===== config.mk =====
export PLATFORM = sky130hd
export DESIGN_NAME = fetch_top
export DESIGN_NICKNAME = d
export VERILOG_FILES = /design/src/fetch_pkg.sv /design/src/imem_apb_master.sv /design/src/btb_predictor.sv /design/src/fetch_stage.sv /design/src/jump_resolve_stage.sv /design/src/fetch_top.sv
export SDC_FILE = /design/constraint.sdc
export NUM_CORES = 1
export LEC_CHECK = 0
export ABC_AREA = 0
export ABC_CLOCK_PERIOD_IN_PS = 31100
export BUFFER_PORTS_ARGS = -buffer_cell sky130_fd_sc_hd__buf_2
export CORE_ASPECT_RATIO = 0.7
export CORE_UTILIZATION = 55
export CTS_BUF_LIST = sky130_fd_sc_hd__clkbuf_8
export CTS_CLUSTER_SIZE = 25
export DETAILED_ROUTE_END_ITERATION = 16
export GPL_ROUTABILITY_DRIVEN = 1
export PLACE_DENSITY = 0.72
export SYNTH_ARGS = -nofsm -noshare
export SYNTH_HDL_FRONTEND = slang
export SYNTH_SLANG_ARGS = --single-unit

===== constraint.sdc =====
create_clock -name CLK -period 31.1 [get_ports CLK]
set_input_delay 1.555 -clock CLK [delete_from_list [all_inputs] [get_ports CLK]]
set_output_delay 1.555 -clock CLK [all_outputs]
set_load 0.005 [all_outputs]

===== src/fetch_pkg.sv =====
//********************************************************************
// Fetch front end package
// Word and opcode types, the JAL opcode, APB requester states
//********************************************************************

package fetch_pkg;

  // Instruction or address word
  typedef logic [31:0] word_t;

  // Major opcode field, instr[6:0]
  typedef logic [6:0] opcode_t;

  // RV32I JAL, the only control transfer resolved here
  localparam opcode_t OPC_JAL = 7'b1101111;

  // APB requester phases
  typedef enum logic [1:0] {
    APB_IDLE   = 2'd0,
    APB_SETUP  = 2'd1,
    APB_ACCESS = 2'd2
  } apb_state_t;

endpackage


===== src/imem_apb_master.sv =====
//********************************************************************
// Instruction memory APB requester
// One read request becomes a setup/access transfer; the word is
// returned with a single-cycle completion pulse
//********************************************************************

module imem_apb_master (
  input  logic            CLK,
  input  logic            nRST,
  // Request side, from fetch
  input  logic            req_valid,
  input  fetch_pkg::word_t req_addr,
  output logic            req_ready,
  output logic            rsp_valid,
  output fetch_pkg::word_t rsp_data,
  // APB side
  output fetch_pkg::word_t paddr,
  output logic            psel,
  output logic            penable,
  output logic            pwrite,
  input  fetch_pkg::word_t prdata,
  input  logic            pready
);

  fetch_pkg::apb_state_t state_q, state_d;
  fetch_pkg::word_t      addr_q;

  // Phase sequencing
  always_comb begin
    state_d = state_q;
    case (state_q)
      fetch_pkg::APB_IDLE:   if (req_valid) state_d = fetch_pkg::APB_SETUP;
      fetch_pkg::APB_SETUP:  state_d = fetch_pkg::APB_ACCESS;
      fetch_pkg::APB_ACCESS: if (pready) state_d = fetch_pkg::APB_IDLE;
      default:               state_d = fetch_pkg::APB_IDLE;
    endcase
  end

  always_ff @(posedge CLK, negedge nRST) begin
    if (!nRST) begin
      state_q <= fetch_pkg::APB_IDLE;
    end else begin
      state_q <= state_d;
    end
  end

  // Address captured on acceptance, held until completion
  always_ff @(posedge CLK) begin
    if (req_valid && req_ready) begin
      addr_q <= req_addr;
    end
  end

  // Only accepts when no transfer is open
  assign req_ready = (state_q == fetch_pkg::APB_IDLE);

  // Completion in the cycle pready ends the access phase
  assign rsp_valid = (state_q == fetch_pkg::APB_ACCESS) && pready;
  assign rsp_data  = prdata;

  // Bus drive, reads only
  assign paddr   = addr_q;
  assign psel    = (state_q != fetch_pkg::APB_IDLE);
  assign penable = (state_q == fetch_pkg::APB_ACCESS);
  assign pwrite  = 1'b0;

  // Access phase always preceded by a setup cycle at the same address
  a_setup_before_access: assert property (
    @(posedge CLK) disable iff (!nRST)
    $rose(penable) |-> $past(psel) && !$past(penable) && $stable(paddr)
  );

endmodule


===== src/btb_predictor.sv =====
//********************************************************************
// Direct-mapped branch target buffer
// Combinational lookup for the fetch pc, trained by jump resolve
//********************************************************************

module btb_predictor #(
  parameter int BTB_ENTRIES = 16
) (
  input  logic             CLK,
  input  logic             nRST,
  // Lookup
  input  fetch_pkg::word_t lookup_pc,
  output logic             pred_taken,
  output fetch_pkg::word_t pred_target,
  // Training from resolve
  input  logic             train_valid,
  input  fetch_pkg::word_t train_pc,
  input  fetch_pkg::word_t train_target,
  input  logic             train_set
);

  // Index sits above the byte offset, tag takes the rest
  localparam int IDX_W = $clog2(BTB_ENTRIES);
  localparam int TAG_W = 30 - IDX_W;

  typedef logic [IDX_W-1:0] idx_t;
  typedef logic [TAG_W-1:0] tag_t;

  logic [BTB_ENTRIES-1:0] valid_q;
  tag_t                   tag_q    [BTB_ENTRIES];
  fetch_pkg::word_t       target_q [BTB_ENTRIES];

  idx_t lk_idx, tr_idx;
  tag_t lk_tag, tr_tag;

  assign lk_idx = lookup_pc[IDX_W+1:2];
  assign lk_tag = lookup_pc[31:IDX_W+2];
  assign tr_idx = train_pc[IDX_W+1:2];
  assign tr_tag = train_pc[31:IDX_W+2];

  // Hit needs a live entry with matching tag
  assign pred_taken  = valid_q[lk_idx] && (tag_q[lk_idx] == lk_tag);
  assign pred_target = target_q[lk_idx];

  // Valid bits, set or cleared by training
  always_ff @(posedge CLK, negedge nRST) begin
    if (!nRST) begin
      valid_q <= '0;
    end else if (train_valid) begin
      valid_q[tr_idx] <= train_set;
    end
  end

  // Tag and target only written on a set
  always_ff @(posedge CLK) begin
    if (train_valid && train_set) begin
      tag_q[tr_idx]    <= tr_tag;
      target_q[tr_idx] <= train_target;
    end
  end

endmodule


===== src/fetch_stage.sv =====
//********************************************************************
// Fetch stage
// Program counter, next-pc choice, stale read squash and the
// fetch register feeding jump resolve
//********************************************************************

module fetch_stage #(
  parameter fetch_pkg::word_t RESET_PC = 32'h0000_0000
) (
  input  logic             CLK,
  input  logic             nRST,
  // Memory requester
  output logic             req_valid,
  output fetch_pkg::word_t req_addr,
  input  logic             req_ready,
  input  logic             rsp_valid,
  input  fetch_pkg::word_t rsp_data,
  // Predictor
  output fetch_pkg::word_t lookup_pc,
  input  logic             pred_taken,
  input  fetch_pkg::word_t pred_target,
  // Fetch register
  output logic             fr_valid,
  output fetch_pkg::word_t fr_pc,
  output fetch_pkg::word_t fr_pc4,
  output fetch_pkg::word_t fr_instr,
  output logic             fr_pred_taken,
  output fetch_pkg::word_t fr_pred_target,
  output logic             fr_fault,
  input  logic             fr_ready,
  // From resolve
  input  logic             redirect_valid,
  input  fetch_pkg::word_t redirect_pc,
  input  logic             halt
);

  fetch_pkg::word_t pc_q, pc4, next_pc;
  logic pending_q, stale_q;
  logic fr_room, pc_misaligned, fill, fault_issue, fr_load;

  assign pc4       = pc_q + 32'd4;
  assign lookup_pc = pc_q;

  // Predicted target on a hit, else sequential
  assign next_pc = pred_taken ? pred_target : pc4;

  // Register free now or draining this cycle
  assign fr_room       = !fr_valid || fr_ready;
  assign pc_misaligned = (pc_q[1:0] != 2'b00);

  // One read in flight, never on a redirect cycle
  assign req_valid = !pending_q && !halt && fr_room && !pc_misaligned && !redirect_valid;
  assign req_addr  = pc_q;

  // Data from a read issued before a redirect is dropped
  assign fill = rsp_valid && !stale_q;

  // Misaligned pc skips memory and makes a fault token
  assign fault_issue = !pending_q && !halt && fr_room && pc_misaligned && !redirect_valid;
  assign fr_load     = (fill || fault_issue) && !redirect_valid;

  always_ff @(posedge CLK, negedge nRST) begin
    if (!nRST) begin
      pc_q      <= RESET_PC;
      pending_q <= 1'b0;
      stale_q   <= 1'b0;
    end else begin
      if (redirect_valid) begin
        pc_q <= redirect_pc;
      end else if (fill || fault_issue) begin
        pc_q <= next_pc;
      end
      // Outstanding read tracking
      if (rsp_valid) begin
        pending_q <= 1'b0;
      end else if (req_valid && req_ready) begin
        pending_q <= 1'b1;
      end
      // Squash flag lives until that read completes
      if (rsp_valid) begin
        stale_q <= 1'b0;
      end else if (redirect_valid && pending_q) begin
        stale_q <= 1'b1;
      end
    end
  end

  // Fetch register occupancy, flushed by redirect
  always_ff @(posedge CLK, negedge nRST) begin
    if (!nRST) begin
      fr_valid <= 1'b0;
    end else if (redirect_valid) begin
      fr_valid <= 1'b0;
    end else if (fill || fault_issue) begin
      fr_valid <= 1'b1;
    end else if (fr_ready) begin
      fr_valid <= 1'b0;
    end
  end

  // Token payload
  always_ff @(posedge CLK) begin
    if (fr_load) begin
      fr_pc          <= pc_q;
      fr_pc4         <= pc4;
      fr_instr       <= fill ? rsp_data : '0;
      fr_pred_taken  <= pred_taken;
      fr_pred_target <= pred_target;
      fr_fault       <= !fill;
    end
  end

  // A completing read never lands on a token resolve has not taken
  a_fill_has_room: assert property (
    @(posedge CLK) disable iff (!nRST)
    (fill && !redirect_valid) |-> (!fr_valid || fr_ready)
  );

endmodule


===== src/jump_resolve_stage.sv =====
//********************************************************************
// Jump resolve stage
// Decodes JAL, checks the prediction, redirects and trains fetch,
// stops on a misaligned target and drives the retire handshake
//********************************************************************

module jump_resolve_stage (
  input  logic             CLK,
  input  logic             nRST,
  // Fetch register
  input  logic             fr_valid,
  input  fetch_pkg::word_t fr_pc,
  input  fetch_pkg::word_t fr_pc4,
  input  fetch_pkg::word_t fr_instr,
  input  logic             fr_pred_taken,
  input  fetch_pkg::word_t fr_pred_target,
  input  logic             fr_fault,
  output logic             fr_ready,
  // Redirect to fetch
  output logic             redirect_valid,
  output fetch_pkg::word_t redirect_pc,
  // Predictor training
  output logic             train_valid,
  output fetch_pkg::word_t train_pc,
  output fetch_pkg::word_t train_target,
  output logic             train_set,
  output logic             halt,
  // Retire port
  output logic             retire_valid,
  output fetch_pkg::word_t retire_pc,
  output fetch_pkg::word_t retire_instr,
  output logic             retire_fault,
  input  logic             retire_ready
);

  fetch_pkg::opcode_t opcode;
  fetch_pkg::word_t   j_imm, jal_target, actual_npc, pred_npc;
  logic is_jal, fault, enter;

  // Slot empty or leaving this cycle
  assign fr_ready = !retire_valid || retire_ready;
  assign enter    = fr_valid && fr_ready;

  // J-type immediate, bit 0 implied zero
  assign opcode = fr_instr[6:0];
  assign is_jal = (opcode == fetch_pkg::OPC_JAL);
  assign j_imm  = {{11{fr_instr[31]}}, fr_instr[31], fr_instr[19:12],
                   fr_instr[20], fr_instr[30:21], 1'b0};

  assign jal_target = fr_pc + j_imm;
  assign actual_npc = is_jal ? jal_target : fr_pc4;
  assign pred_npc   = fr_pred_taken ? fr_pred_target : fr_pc4;

  // Misaligned JAL target, or fetch already flagged the token
  assign fault = fr_fault || (is_jal && (jal_target[1:0] != 2'b00));

  // Fault also redirects so the younger token is flushed
  assign redirect_valid = enter && ((pred_npc != actual_npc) || fault);
  assign redirect_pc    = actual_npc;

  // Set on every JAL, drop a stale hit on anything else
  assign train_valid  = enter && !fr_fault && (is_jal || fr_pred_taken);
  assign train_set    = is_jal;
  assign train_pc     = fr_pc;
  assign train_target = jal_target;

  always_ff @(posedge CLK, negedge nRST) begin
    if (!nRST) begin
      retire_valid <= 1'b0;
      halt         <= 1'b0;
    end else begin
      if (enter) begin
        retire_valid <= 1'b1;
      end else if (retire_ready) begin
        retire_valid <= 1'b0;
      end
      // Sticky until reset
      if (enter && fault) begin
        halt <= 1'b1;
      end
    end
  end

  // Retire payload
  always_ff @(posedge CLK) begin
    if (enter) begin
      retire_pc    <= fr_pc;
      retire_instr <= fr_instr;
      retire_fault <= fault;
    end
  end

  // Held token must not change under back-pressure
  a_retire_hold: assert property (
    @(posedge CLK) disable iff (!nRST)
    (retire_valid && !retire_ready) |=>
      retire_valid && $stable(retire_pc) && $stable(retire_instr) && $stable(retire_fault)
  );

endmodule


===== src/fetch_top.sv =====
//********************************************************************
// Instruction fetch front end
// APB requester, target buffer, fetch and jump resolve stages
//********************************************************************

module fetch_top #(
  parameter fetch_pkg::word_t RESET_PC    = 32'h0000_0000,
  parameter int               BTB_ENTRIES = 16
) (
  input  logic             CLK,
  input  logic             nRST,
  // Instruction memory APB
  output fetch_pkg::word_t paddr,
  output logic             psel,
  output logic             penable,
  output logic             pwrite,
  input  fetch_pkg::word_t prdata,
  input  logic             pready,
  // Retire port
  output logic             retire_valid,
  output fetch_pkg::word_t retire_pc,
  output fetch_pkg::word_t retire_instr,
  output logic             retire_fault,
  input  logic             retire_ready
);

  // Fetch to requester
  logic             req_valid, req_ready, rsp_valid;
  fetch_pkg::word_t req_addr, rsp_data;

  // Predictor lookup and training
  fetch_pkg::word_t lookup_pc, pred_target, train_pc, train_target;
  logic             pred_taken, train_valid, train_set;

  // Fetch register
  logic             fr_valid, fr_pred_taken, fr_fault, fr_ready;
  fetch_pkg::word_t fr_pc, fr_pc4, fr_instr, fr_pred_target;

  // Control back to fetch
  logic             redirect_valid, halt;
  fetch_pkg::word_t redirect_pc;

  imem_apb_master apb_i (
    .CLK       (CLK),
    .nRST      (nRST),
    .req_valid (req_valid),
    .req_addr  (req_addr),
    .req_ready (req_ready),
    .rsp_valid (rsp_valid),
    .rsp_data  (rsp_data),
    .paddr     (paddr),
    .psel      (psel),
    .penable   (penable),
    .pwrite    (pwrite),
    .prdata    (prdata),
    .pready    (pready)
  );

  btb_predictor #(
    .BTB_ENTRIES (BTB_ENTRIES)
  ) btb_i (
    .CLK          (CLK),
    .nRST         (nRST),
    .lookup_pc    (lookup_pc),
    .pred_taken   (pred_taken),
    .pred_target  (pred_target),
    .train_valid  (train_valid),
    .train_pc     (train_pc),
    .train_target (train_target),
    .train_set    (train_set)
  );

  fetch_stage #(
    .RESET_PC (RESET_PC)
  ) fetch_i (
    .CLK            (CLK),
    .nRST           (nRST),
    .req_valid      (req_valid),
    .req_addr       (req_addr),
    .req_ready      (req_ready),
    .rsp_valid      (rsp_valid),
    .rsp_data       (rsp_data),
    .lookup_pc      (lookup_pc),
    .pred_taken     (pred_taken),
    .pred_target    (pred_target),
    .fr_valid       (fr_valid),
    .fr_pc          (fr_pc),
    .fr_pc4         (fr_pc4),
    .fr_instr       (fr_instr),
    .fr_pred_taken  (fr_pred_taken),
    .fr_pred_target (fr_pred_target),
    .fr_fault       (fr_fault),
    .fr_ready       (fr_ready),
    .redirect_valid (redirect_valid),
    .redirect_pc    (redirect_pc),
    .halt           (halt)
  );

  jump_resolve_stage resolve_i (
    .CLK            (CLK),
    .nRST           (nRST),
    .fr_valid       (fr_valid),
    .fr_pc          (fr_pc),
    .fr_pc4         (fr_pc4),
    .fr_instr       (fr_instr),
    .fr_pred_taken  (fr_pred_taken),
    .fr_pred_target (fr_pred_target),
    .fr_fault       (fr_fault),
    .fr_ready       (fr_ready),
    .redirect_valid (redirect_valid),
    .redirect_pc    (redirect_pc),
    .train_valid    (train_valid),
    .train_pc       (train_pc),
    .train_target   (train_target),
    .train_set      (train_set),
    .halt           (halt),
    .retire_valid   (retire_valid),
    .retire_pc      (retire_pc),
    .retire_instr   (retire_instr),
    .retire_fault   (retire_fault),
    .retire_ready   (retire_ready)
  );

endmodule


-- Word level (Yosys, flattened, before mapping)
Memories as Yosys holds them, arrays and structs flattened.
Cells that the tools add are included.
- register bits after elaboration: 282
- memory bits (writable): 928
- output and inout bits: 101
- logic and storage cells: 101
- memories: 2
- add/subtract/negate cells: 2
- magnitude comparators: 3
- equal/unequal tests: 7
- mux-type cells: 24
- reduce and logical (&&, ||, !) cells: 45
- memory list (memory ; words ; bits a word ; rd ports ; clocked after memory_dff ; write ports ; RTL line ; source):
    btb_i.target_q ; 16 ; 32 ; 1 ; 0 ; 1 ; btb_predictor.sv:31 ; fetch_pkg::word_t target_q [BTB_ENTRIES];
    btb_i.tag_q ; 16 ; 26 ; 1 ; 0 ; 1 ; btb_predictor.sv:30 ; tag_t tag_q [BTB_ENTRIES];
- operators with widths (operator ; number):
    $mux W32 ; 5
    $add A32 B3 Y32 const B ; 1
    $add A32 B32 Y32 ; 1
    $ne A32 B32 Y1 ; 1
    $eq A26 B26 Y1 ; 1
    $logic_and A1 B1 Y1 ; 20
    $bwmux W16 ; 1
    $reduce_bool A2 Y1 ; 7
    $mux W1 ; 13
    $lt A4 B5 Y1 const B ; 2
    $logic_not A1 Y1 ; 9
    $eq A7 B7 Y1 const B ; 1
    $logic_or A1 B1 Y1 ; 6
    $pmux W2 S3 ; 1
    $bmux W1 S4 ; 1
    $demux W1 S4 ; 1
    $ge A4 B1 Y1 const B ; 1
    $mux W2 ; 2
    $ne A2 B1 Y1 const B ; 2
    $reduce_bool A3 Y1 ; 1
    $eq A2 B1 Y1 const B ; 1
    $eq A2 B2 Y1 const B ; 1
    $logic_not A2 Y1 ; 1
    $reduce_and A2 Y1 ; 1

-- Depth between registers and ports, before layout
Gate-level depths: netlist of the first run.
- word-level depth: 11
- mapped depth: 16
- depth with buffers taken out: 13

-- By module
Synthesis of the first run repeated with hierarchy kept, for this count alone.
- cells, all modules: 2900
- area total of the unflattened synthesis: 51375.5 sq um
- modules (own cells, without submodules) (module ; instances ; cells an instance ; area each (sq um)):
    btb_predictor ; 1 ; 1559 ; 36613.9
    fetch_stage ; 1 ; 500 ; 6982.9
    jump_resolve_stage ; 1 ; 765 ; 6457.4
    imem_apb_master ; 1 ; 76 ; 1321.3

-- Least setup slack after synthesis of the first run
OpenSTA, ideal clock, no wires.
- path kind: reg-to-reg
- start point: register fetch_i.fr_pc[16]
- end point: register fetch_i.fr_fault, enable pin
- setup time: 0.617 ns
- arrival time: 9.734 ns
- path slack: 20.748 ns
- cell stages (with the launch flop): 14
- path buffers: 2
- clock period less this slack: 10.352 ns
- cell sequence: edfxtp_1 > ha_1 > clkbuf_1 > o21ai_0 > a21oi_1 > a221oi_1 > nand2_1 > a311oi_1 > mux2i_1 > o311ai_1 > nor4_1 > a211oi_2 > buf_2 > nor2_1
- longest elaborated chain between the ends: 9
- RTL lines (element ; RTL line ; source):
    start, declared ; fetch_stage.sv:24 ; output fetch_pkg::word_t fr_pc,
    start signal, assigned ; fetch_stage.sv:104 ; fr_pc <= pc_q;
    $add A32 B32 Y32 (*) ; jump_resolve_stage.sv:50 ; assign jal_target = fr_pc + j_imm;
    named net btb_i.train_target[24] ; btb_predictor.sv:18 ; input fetch_pkg::word_t train_target,
    $mux W32 (*) ; jump_resolve_stage.sv:51 ; assign actual_npc = is_jal ? jal_target : fr_pc4;
    $ne A32 B32 Y1 (*) ; jump_resolve_stage.sv:58 ; assign redirect_valid = enter && ((pred_npc != actual_npc) || fault);
    $logic_or A1 B1 Y1 (*) ; jump_resolve_stage.sv:58 ;
    $logic_and A1 B1 Y1 (*) ; jump_resolve_stage.sv:58 ;
    $logic_not A1 Y1 (*) ; fetch_stage.sv:59, fetch_stage.sv:60 ;
    $logic_and A1 B1 Y1 ; fetch_stage.sv:59 ; assign fault_issue = !pending_q && !halt && fr_room && pc_misaligned && !redirect_valid;
    $logic_or A1 B1 Y1 ; fetch_stage.sv:60 ; assign fr_load = (fill || fault_issue) && !redirect_valid;
    $logic_and A1 B1 Y1 (*) ; fetch_stage.sv:60 ;
    named net fetch_i.fr_load ; fetch_stage.sv:39 ; logic fr_room, pc_misaligned, fill, fault_issue, fr_load;
    end signal, assigned ; fetch_stage.sv:109 ; fr_fault <= !fill;
    end, declared ; fetch_stage.sv:29 ; output logic fr_fault,
Mark *: on every way through the listed nets, which the timed path passes. The rest lies on a longest branch.
A chain may end at the register's enable or synchronous reset.

-- Worst setup path in the final report of the first run
- start point: register fetch_i.fr_pc[13]
- end point: register fetch_i.fr_pc[29], enable pin
- longest elaborated chain between the ends: 9
- RTL lines (element ; RTL line):
    $add A32 B32 Y32 (*) ; jump_resolve_stage.sv:50
    named net btb_i.train_target[24] ; btb_predictor.sv:18
    $mux W32 (*) ; jump_resolve_stage.sv:51
    $ne A32 B32 Y1 (*) ; jump_resolve_stage.sv:58
    $logic_or A1 B1 Y1 (*) ; jump_resolve_stage.sv:58
    $logic_and A1 B1 Y1 (*) ; jump_resolve_stage.sv:58
    $logic_not A1 Y1 (*) ; fetch_stage.sv:59, fetch_stage.sv:60
    $logic_and A1 B1 Y1 ; fetch_stage.sv:59
    $logic_or A1 B1 Y1 ; fetch_stage.sv:60
    $logic_and A1 B1 Y1 (*) ; fetch_stage.sv:60
    named net fetch_i.fr_load ; fetch_stage.sv:39
Marks and branches as above.

==> run_results.csv, run 1 <==
group,metric,value,unit
clock_network,numCtsBuffers,172,
clock_network,clk_pin_slew_worst_paths,0.06,ns
logic_synthesis,yosysWarningCount,0,
worst_hold_path,holdCritStartpoint,"fetch_i.fr_instr[9]",
setup_path,rr_endpoint,"fetch_i.fr_pc[29]",
setup_path,r2r_slack,24.02,ns
die,ios,137,
global_route,grt_use_met1,44.2,%
logic_synthesis,netlist_instances,2680,
drt,wl,132000,microns
timing,fmax,141,MHz
global_route,grt_pass1_vias,27300,
power,peakVddDrop,0.0000478,V
timing,setup_tns,0,ns
clock_network,cts_setup_buffers,0,
layout,synthToLayoutAreaGrowth,11.2,%
logic_synthesis,synth-seq-area-share,71.6,%
logic_synthesis,async_flop_share,4.55,%
power,power,4.19,mW
clock_network,cts.sinks,1208,
timing,fin_crit_sh,22.8,%
drt,drc,0,
clock_network,ctsResizeCount,0,
layout,nNetsFinal,2991,
drt,dr.pass1.iters,5,
placement,port-buffer-count,135,
drt,viasPerCell,6.50,
setup_path,startpoint,"fetch_i.fr_pc[13]",
global_route,grt_pass1_wl,190000,microns
logic_synthesis,synth_top_area_share,68.9,%
clock_network,cts_buffer_depth,3,
global_route,met3_usage,6.14,%
timing,tightest_slew,1.31,ns
drt,first_iter_violations,3799,
global_route,antenna_found_initial,7,
logic_synthesis,avgSynthCellArea,18.7,sq um
worst_hold_path,hold_depth,0,
timing,finalSetupViolCount,0,
global_route,gr-usage-met2,42.7,%
worst_hold_path,worstHoldPathType,"reg -> reg",
setup_path,startpoint_type,"flop",
job,drv_cap,0,
setup_path,r2r_cells,13,
logic_synthesis,netlist_area,0.0502,sq mm
timing,hold_ws,0.417,ns
logic_synthesis,synth_seq_cells,1208,
drt,wl_per_cell,30.8,microns
logic_synthesis,synth_largest_area_cell,"edfxtp_1",
setup_path,crit_fanout,125,
setup_path,critPathCaptureType,"flop",
setup_path,cp.required,31.57,ns
timing,hold_viol,0,
logic_synthesis,synth-main-ff-cell,"edfxtp_1",
global_route,busiest_layer,"met1",
logic_synthesis,synth_area_leaders,"edfxtp_1, mux4_2, dfrtp_1",
power,powerDensity,75.0,mW/mm^2
logic_synthesis,synth_fp_nets,2748,
drt,ant_nets,0,
timing,relSlewSlack,12.2,%
setup_path,reg2reg_from,"fetch_i.fr_pc[13]",
logic_synthesis,ys_types,74,
layout,drive_above_1_share,26.6,%
die,die_x,363,microns
clock_network,holdBufCountCts,0,
drt,route.vias.total,27900,
timing,slew_violations,0,
worst_hold_path,hold_end,"resolve_i.retire_instr[9]",
global_route,grtUsageTotal,29.1,%
clock_network,cts_tree,"built",
global_route,overflow,0,
power,p_leak,18.5,nW
placement,place_congestion,0.976,
clock_network,cts_root_buffer,"clkbuf_8",
clock_network,clk_latency,0.87,ns
global_route,grt_max_degree,126,
die,core,0.0902,sq mm
setup_path,crit_type,"reg -> reg",
die,die_y,255,microns
timing,skew,0.0309,ns
die,rows,92,
timing,rsz0062_at_grt,"false",
setup_path,critPathArrivalTime,7.55,ns
placement,dp_hpwl,81000,microns
timing,fin_crit,7.08,ns
die,initial_core_util,55.7,%
outcome,status,"finished, final reports clean",
die,dieArea,0.0926,sq mm
logic_synthesis,synth_edf_count,1153,
clock_network,htreeDepth,4,
==> critical path, stage by stage (launching register included) <==
cell      delay (ns)
edfxtp_1        0.63
ha_1            0.59
a21oi_1         0.31
o211ai_1        0.13
a221oi_1        0.85
nand2_1         0.37
a311oi_2        1.12
mux2i_1         0.35
o311ai_1        0.19
nor4_1          0.59
a211oi_4        0.13
buf_4           0.34
nor2_4          0.28
buf_12          0.57
==> cells by family (layout without fill, tap and decap cells) <==
group	count (synthesis)	in the layout	synth area share, %
AO/OA/AOI/OAI	278	278	3.59
XOR/XNOR	133	133	2.40
adder cells (fa/ha/maj)	32	32	0.812
buffers and inverters	181	563	1.49
flip-flops	1208	1208	71.6
multiplexers	411	411	15.6
other	1	3	0.00746
AND/OR/NAND/NOR	436	436	4.43
==> cells in the mapped netlist (21+ instances only) <==
library cell,n
mux2i_1,77
buf_1,27
xnor2_1,72
nand3_1,43
xor2_1,58
and2_1,39
nand4_1,30
mux4_2,292
ha_1,31
edfxtp_1,1153
dfrtp_1,55
nand2_1,111
o31ai_1,21
o21ai_0,52
nor2_1,92
nor3_1,26
mux2_2,33
clkbuf_1,102
a21oi_1,79
inv_1,27
==> sequential cells by signal, summed over array words and instances (netlist names), 16 cells and up <==
signal                  count
apb_i.paddr                32
btb_i.tag_q               416
btb_i.target_q            512
btb_i.valid_q              16
fetch_i.fr_instr           32
fetch_i.fr_pc              30
fetch_i.fr_pc4             32
fetch_i.fr_pred_target     32
fetch_i.lookup_pc          32
resolve_i.retire_instr     32
resolve_i.retire_pc        32
==> report_power, final <==
| part | switching, mW | internal, mW |
|---|---|---|
| Combinational | 0.546 | 0.512 |
| Sequential | 0.101 | 1.87 |
| Clock | 0.593 | 0.570 |
| Total | 1.24 | 2.95 |
==> placed cells by master, fill, tap and decap left out, types with 57 or more instances in the layout <==
| cell | instances |
|---|---|
| buf_2 | 135 |
| edfxtp_1 | 1153 |
| mux4_2 | 292 |
| mux2i_1 | 77 |
| nor2_1 | 71 |
| xnor2_1 | 69 |
| xor2_1 | 57 |
| nand2_1 | 111 |
| buf_4 | 86 |
| inv_1 | 79 |
| a21oi_1 | 79 |
| clkbuf_8 | 184 |
==> layout make-up <==
class	count	area, sq um
multi-input cells	1291	13700
clock inverters	129	622
fillers	6339	34400
well taps	1222	1530
clock buffers	184	2530
repair buffers	223	1360
inverters	27	103
diodes	2	5.00
flip-flops and latches	1208	36000
==> per-stage QoR <==
step           cells  area [sq um]  setup slack (ns)  utilization (%)
2_1_floorplan   2680         50200             20.75                -
3_3_place_gp    3971         52700             24.70             58.4
3_5_place_dp    3971         52700             24.35             58.4
4_1_cts         4284         55900             24.32             61.9
5_1_grt         4285         55900             23.84             61.9
6_report        4286         55900             24.02             61.9
==> how the worst max path moves through the flow <==
stage | end
final | fetch_i.fr_pc[29]
after global routing | fetch_i.fr_pc[29]
after CTS | fetch_i.fr_instr[14]
after detailed placement | fetch_i.fr_instr[18]
after global placement | fetch_i.fr_pc[16]
after floorplan | fetch_i.fr_fault
==> routing by layer <==
layer,up-vias,share of wire (%)
met3,207,11
met4,4,2.3
li1,11400,-
met5,-,0.020
met1,14600,42
met2,1673,45
Note: power is estimated with default switching activity, not from simulation.
==> run 2: changes to the inputs <==
--- a/config.mk
+++ b/config.mk
@@ -6,7 +6,7 @@
 export NUM_CORES = 1
 export LEC_CHECK = 0
 export ABC_AREA = 0
-export ABC_CLOCK_PERIOD_IN_PS = 31100
+export ABC_CLOCK_PERIOD_IN_PS = 5800
 export BUFFER_PORTS_ARGS = -buffer_cell sky130_fd_sc_hd__buf_2
 export CORE_ASPECT_RATIO = 0.7
 export CORE_UTILIZATION = 55
@@ -14,7 +14,7 @@
 export CTS_CLUSTER_SIZE = 25
 export DETAILED_ROUTE_END_ITERATION = 16
 export GPL_ROUTABILITY_DRIVEN = 1
-export PLACE_DENSITY = 0.72
+export PLACE_DENSITY = 0.74
 export SYNTH_ARGS = -nofsm -noshare
 export SYNTH_HDL_FRONTEND = slang
 export SYNTH_SLANG_ARGS = --single-unit
==> constraint.sdc (replaced) <==
create_clock -name CLK -period 5.8 [get_ports CLK]
set_input_delay 0.29 -clock CLK [delete_from_list [all_inputs] [get_ports CLK]]
set_output_delay 0.29 -clock CLK [all_outputs]
set_load 0.005 [all_outputs]
==> run 2 against run 1 <==
Effect of this change: combinational power increased to 5.3 times the previous value; first-iteration DRC count up 2.9%; clock power grew to 5.3 times the previous value; flip-flop and latch count is the same; die area did not move; clock-buffer cell count shrank 9; maximum frequency increased by 31%.
==> run_results.csv, run 2 (synthesized netlist as in run 1, its figures left out) <==
group,metric,value,unit
outcome,status,"finished, final reports clean",
drt,first_iter_violations,3910,
setup_path,crit_family,"simple AND/OR/NAND/NOR gates",
timing,rsz0062_at_grt,"false",
layout,n_fill_cell,6244,
drt,viasPerCell,6.47,
clock_network,cts_root_buffer,"clkbuf_8",
timing,relSlewSlack,12.5,%
clock_network,clk_pin_slew_worst_paths,0.06,ns
clock_network,htreeDepth,4,
power,peakVddDrop,0.000296,V
timing,tightest_slew,1.31,ns
timing,hold_ws,0.147,ns
clock_network,holdBufCountCts,35,
drt,drc,0,
timing,hold_viol,0,
setup_path,critPathCaptureType,"flop",
setup_path,cp_slowest_cell,"o31ai_1",
drt,ant_nets,0,
clock_network,cts_tree,"built",
worst_hold_path,worstHoldPathType,"in -> async",
clock_network,cts.sinks,1208,
layout,drive_above_1_share,27.2,%
die,core,0.0902,sq mm
die,dieArea,0.0926,sq mm
layout,stdcell_count,4334,
power,powerDensity,396,mW/mm^2
layout,synthToLayoutAreaGrowth,12.7,%
setup_path,crit_type,"reg -> reg",
setup_path,startpoint_type,"flop",
timing,fmax,185,MHz
global_route,grtUsageTotal,29.6,%
global_route,antenna_found_initial,2,
die,initial_core_util,55.7,%
placement,dp_hpwl,82100,microns
layout,mostFrequentLayoutCells,"edfxtp_1, mux4_2, clkbuf_8",
job,drv_cap,0,
drt,wl,133000,microns
setup_path,critPathArrivalTime,5.96,ns
clock_network,numCtsBuffers,169,
setup_path,crit_fanout,24,
layout,top_regs,"btb_i.target_q (512), btb_i.tag_q (416)",
placement,dp.cells,3995,
clock_network,cts_setup_buffers,0,
layout,ff_latch_area,0.0360,sq mm
timing,slew_violations,0,
clock_network,clk_latency,0.88,ns
die,die_y,255,microns
power,power,22.5,mW
die,rows,92,
placement,port-buffer-count,135,
global_route,grt_pass1_vias,28000,
setup_path,cp_cell_sequence,"ha_1 -> fa_1 -> xnor2_1 -> inv_1 -> nor3_1 -> a311oi_1 -> o31ai_1 -> o211ai_1 -> nor4b_1 -> o221ai_1 -> nor4b_1 -> a211oi_4 -> nor2_4 -> buf_12 -> buf_12",
die,die_x,363,microns
layout,multiInputGateArea,0.0138,sq mm
layout,final_common_cell,"edfxtp_1",
setup_path,slowest_delay,0.70,ns
global_route,grt_pass1_wl,193000,microns
drt,wl_per_cell,30.7,microns
drt,route.vias.total,28000,
die,ios,137,
drt,dr.pass1.iters,6,
global_route,overflow,0,
layout,top_register,"btb_i.target_q",
timing,setup_tns,0,ns
layout,largest_reg_flops,512,
timing,skew,0.0518,ns
layout,nNetsFinal,3047,
setup_path,path_buf_inv,3,
timing,finalSetupViolCount,0,
placement,place_congestion,0.989,
timing,fin_crit,5.42,ns
power,p_leak,18.8,nW
clock_network,ctsResizeCount,0,
clock_network,cts_buffer_depth,3,
global_route,grt_max_degree,79,
setup_path,cp.required,6.34,ns
timing,fin_crit_sh,93.4,%
## run 2: cell types whose count changed in the layout (fill, tap and decap cells not counted), moves of 3 or more
cell           previous run  this run
clkinv_2                 22        18
buf_4                    86        90
clkinvlp_4                4         8
dlygate4sd3_1             0        35
clkinv_1                 46        40
clkbuf_8                184       175
buf_12                    2        22
inv_8                     0         3
## run 2: power breakdown
part | switching [mW] | total (mW) | leakage, nW | internal (mW)
Combinational | 2.88 | 5.66 | 5.95 | 2.78
Clock | 3.21 | 6.16 | 1.75 | 2.95
Sequential | 0.625 | 10.6 | 11.1 | 10.0
## run 2: metal layers
layer,global-route usage [%],wire length (microns),vias to the layer above
met5,0,0,-
met4,9.83,3390,0
met3,6.32,14800,209
met2,43.5,59700,1701
met1,44.6,55100,14600
li1,-,-,11500
## run 2: final cells by class
type / count / area share [%]
Inverter: 27 / 0.181
Sequential cell: 1208 / 63.6
Antenna cell: 1 / 0.00442
Multi-Input combinational cell: 1291 / 24.4
Clock inverter: 128 / 1.16
Tap cell: 1222 / 2.70
Clock buffer: 175 / 4.25
Timing Repair Buffer: 282 / 3.78
## run 2: path summary, 6_finish.rpt
| kind | startpoint | to | slack [ns] | cells after the start |
|---|---|---|---|---|
| max in group asynchronous | nRST | fetch_i.lookup_pc[2] | 4.97 | 3 |
| worst max-delay path | fetch_i.fr_pc4[1] | fetch_i.fr_pc[13] | 0.38 | 15 |
| worst min register to register | fetch_i.fr_instr[7] | resolve_i.retire_instr[7] | 0.42 | 0 |
| min in group CLK | prdata[14] | fetch_i.fr_instr[14] | 0.23 | 3 |
| worst min-delay path | nRST | btb_i.valid_q[9] | 0.15 | 3 |
| worst max register to register | fetch_i.fr_pc4[1] | fetch_i.fr_pc[13] | 0.38 | 15 |
## run 2: stage by stage
stage	area (sq um)	utilization, %	worst slack (ns)
floorplan	50400	-	0.00133
global placement	53200	59.0	0.493
detailed placement	53200	59.0	0.514
CTS	56600	62.8	0.481
global route	56700	62.8	0.0886
finish	56700	62.8	0.382
## run 2: worst min-delay path, delay by kind of cell
kind,cells,cell delay [ns]
buffers and inverters,3,1.27
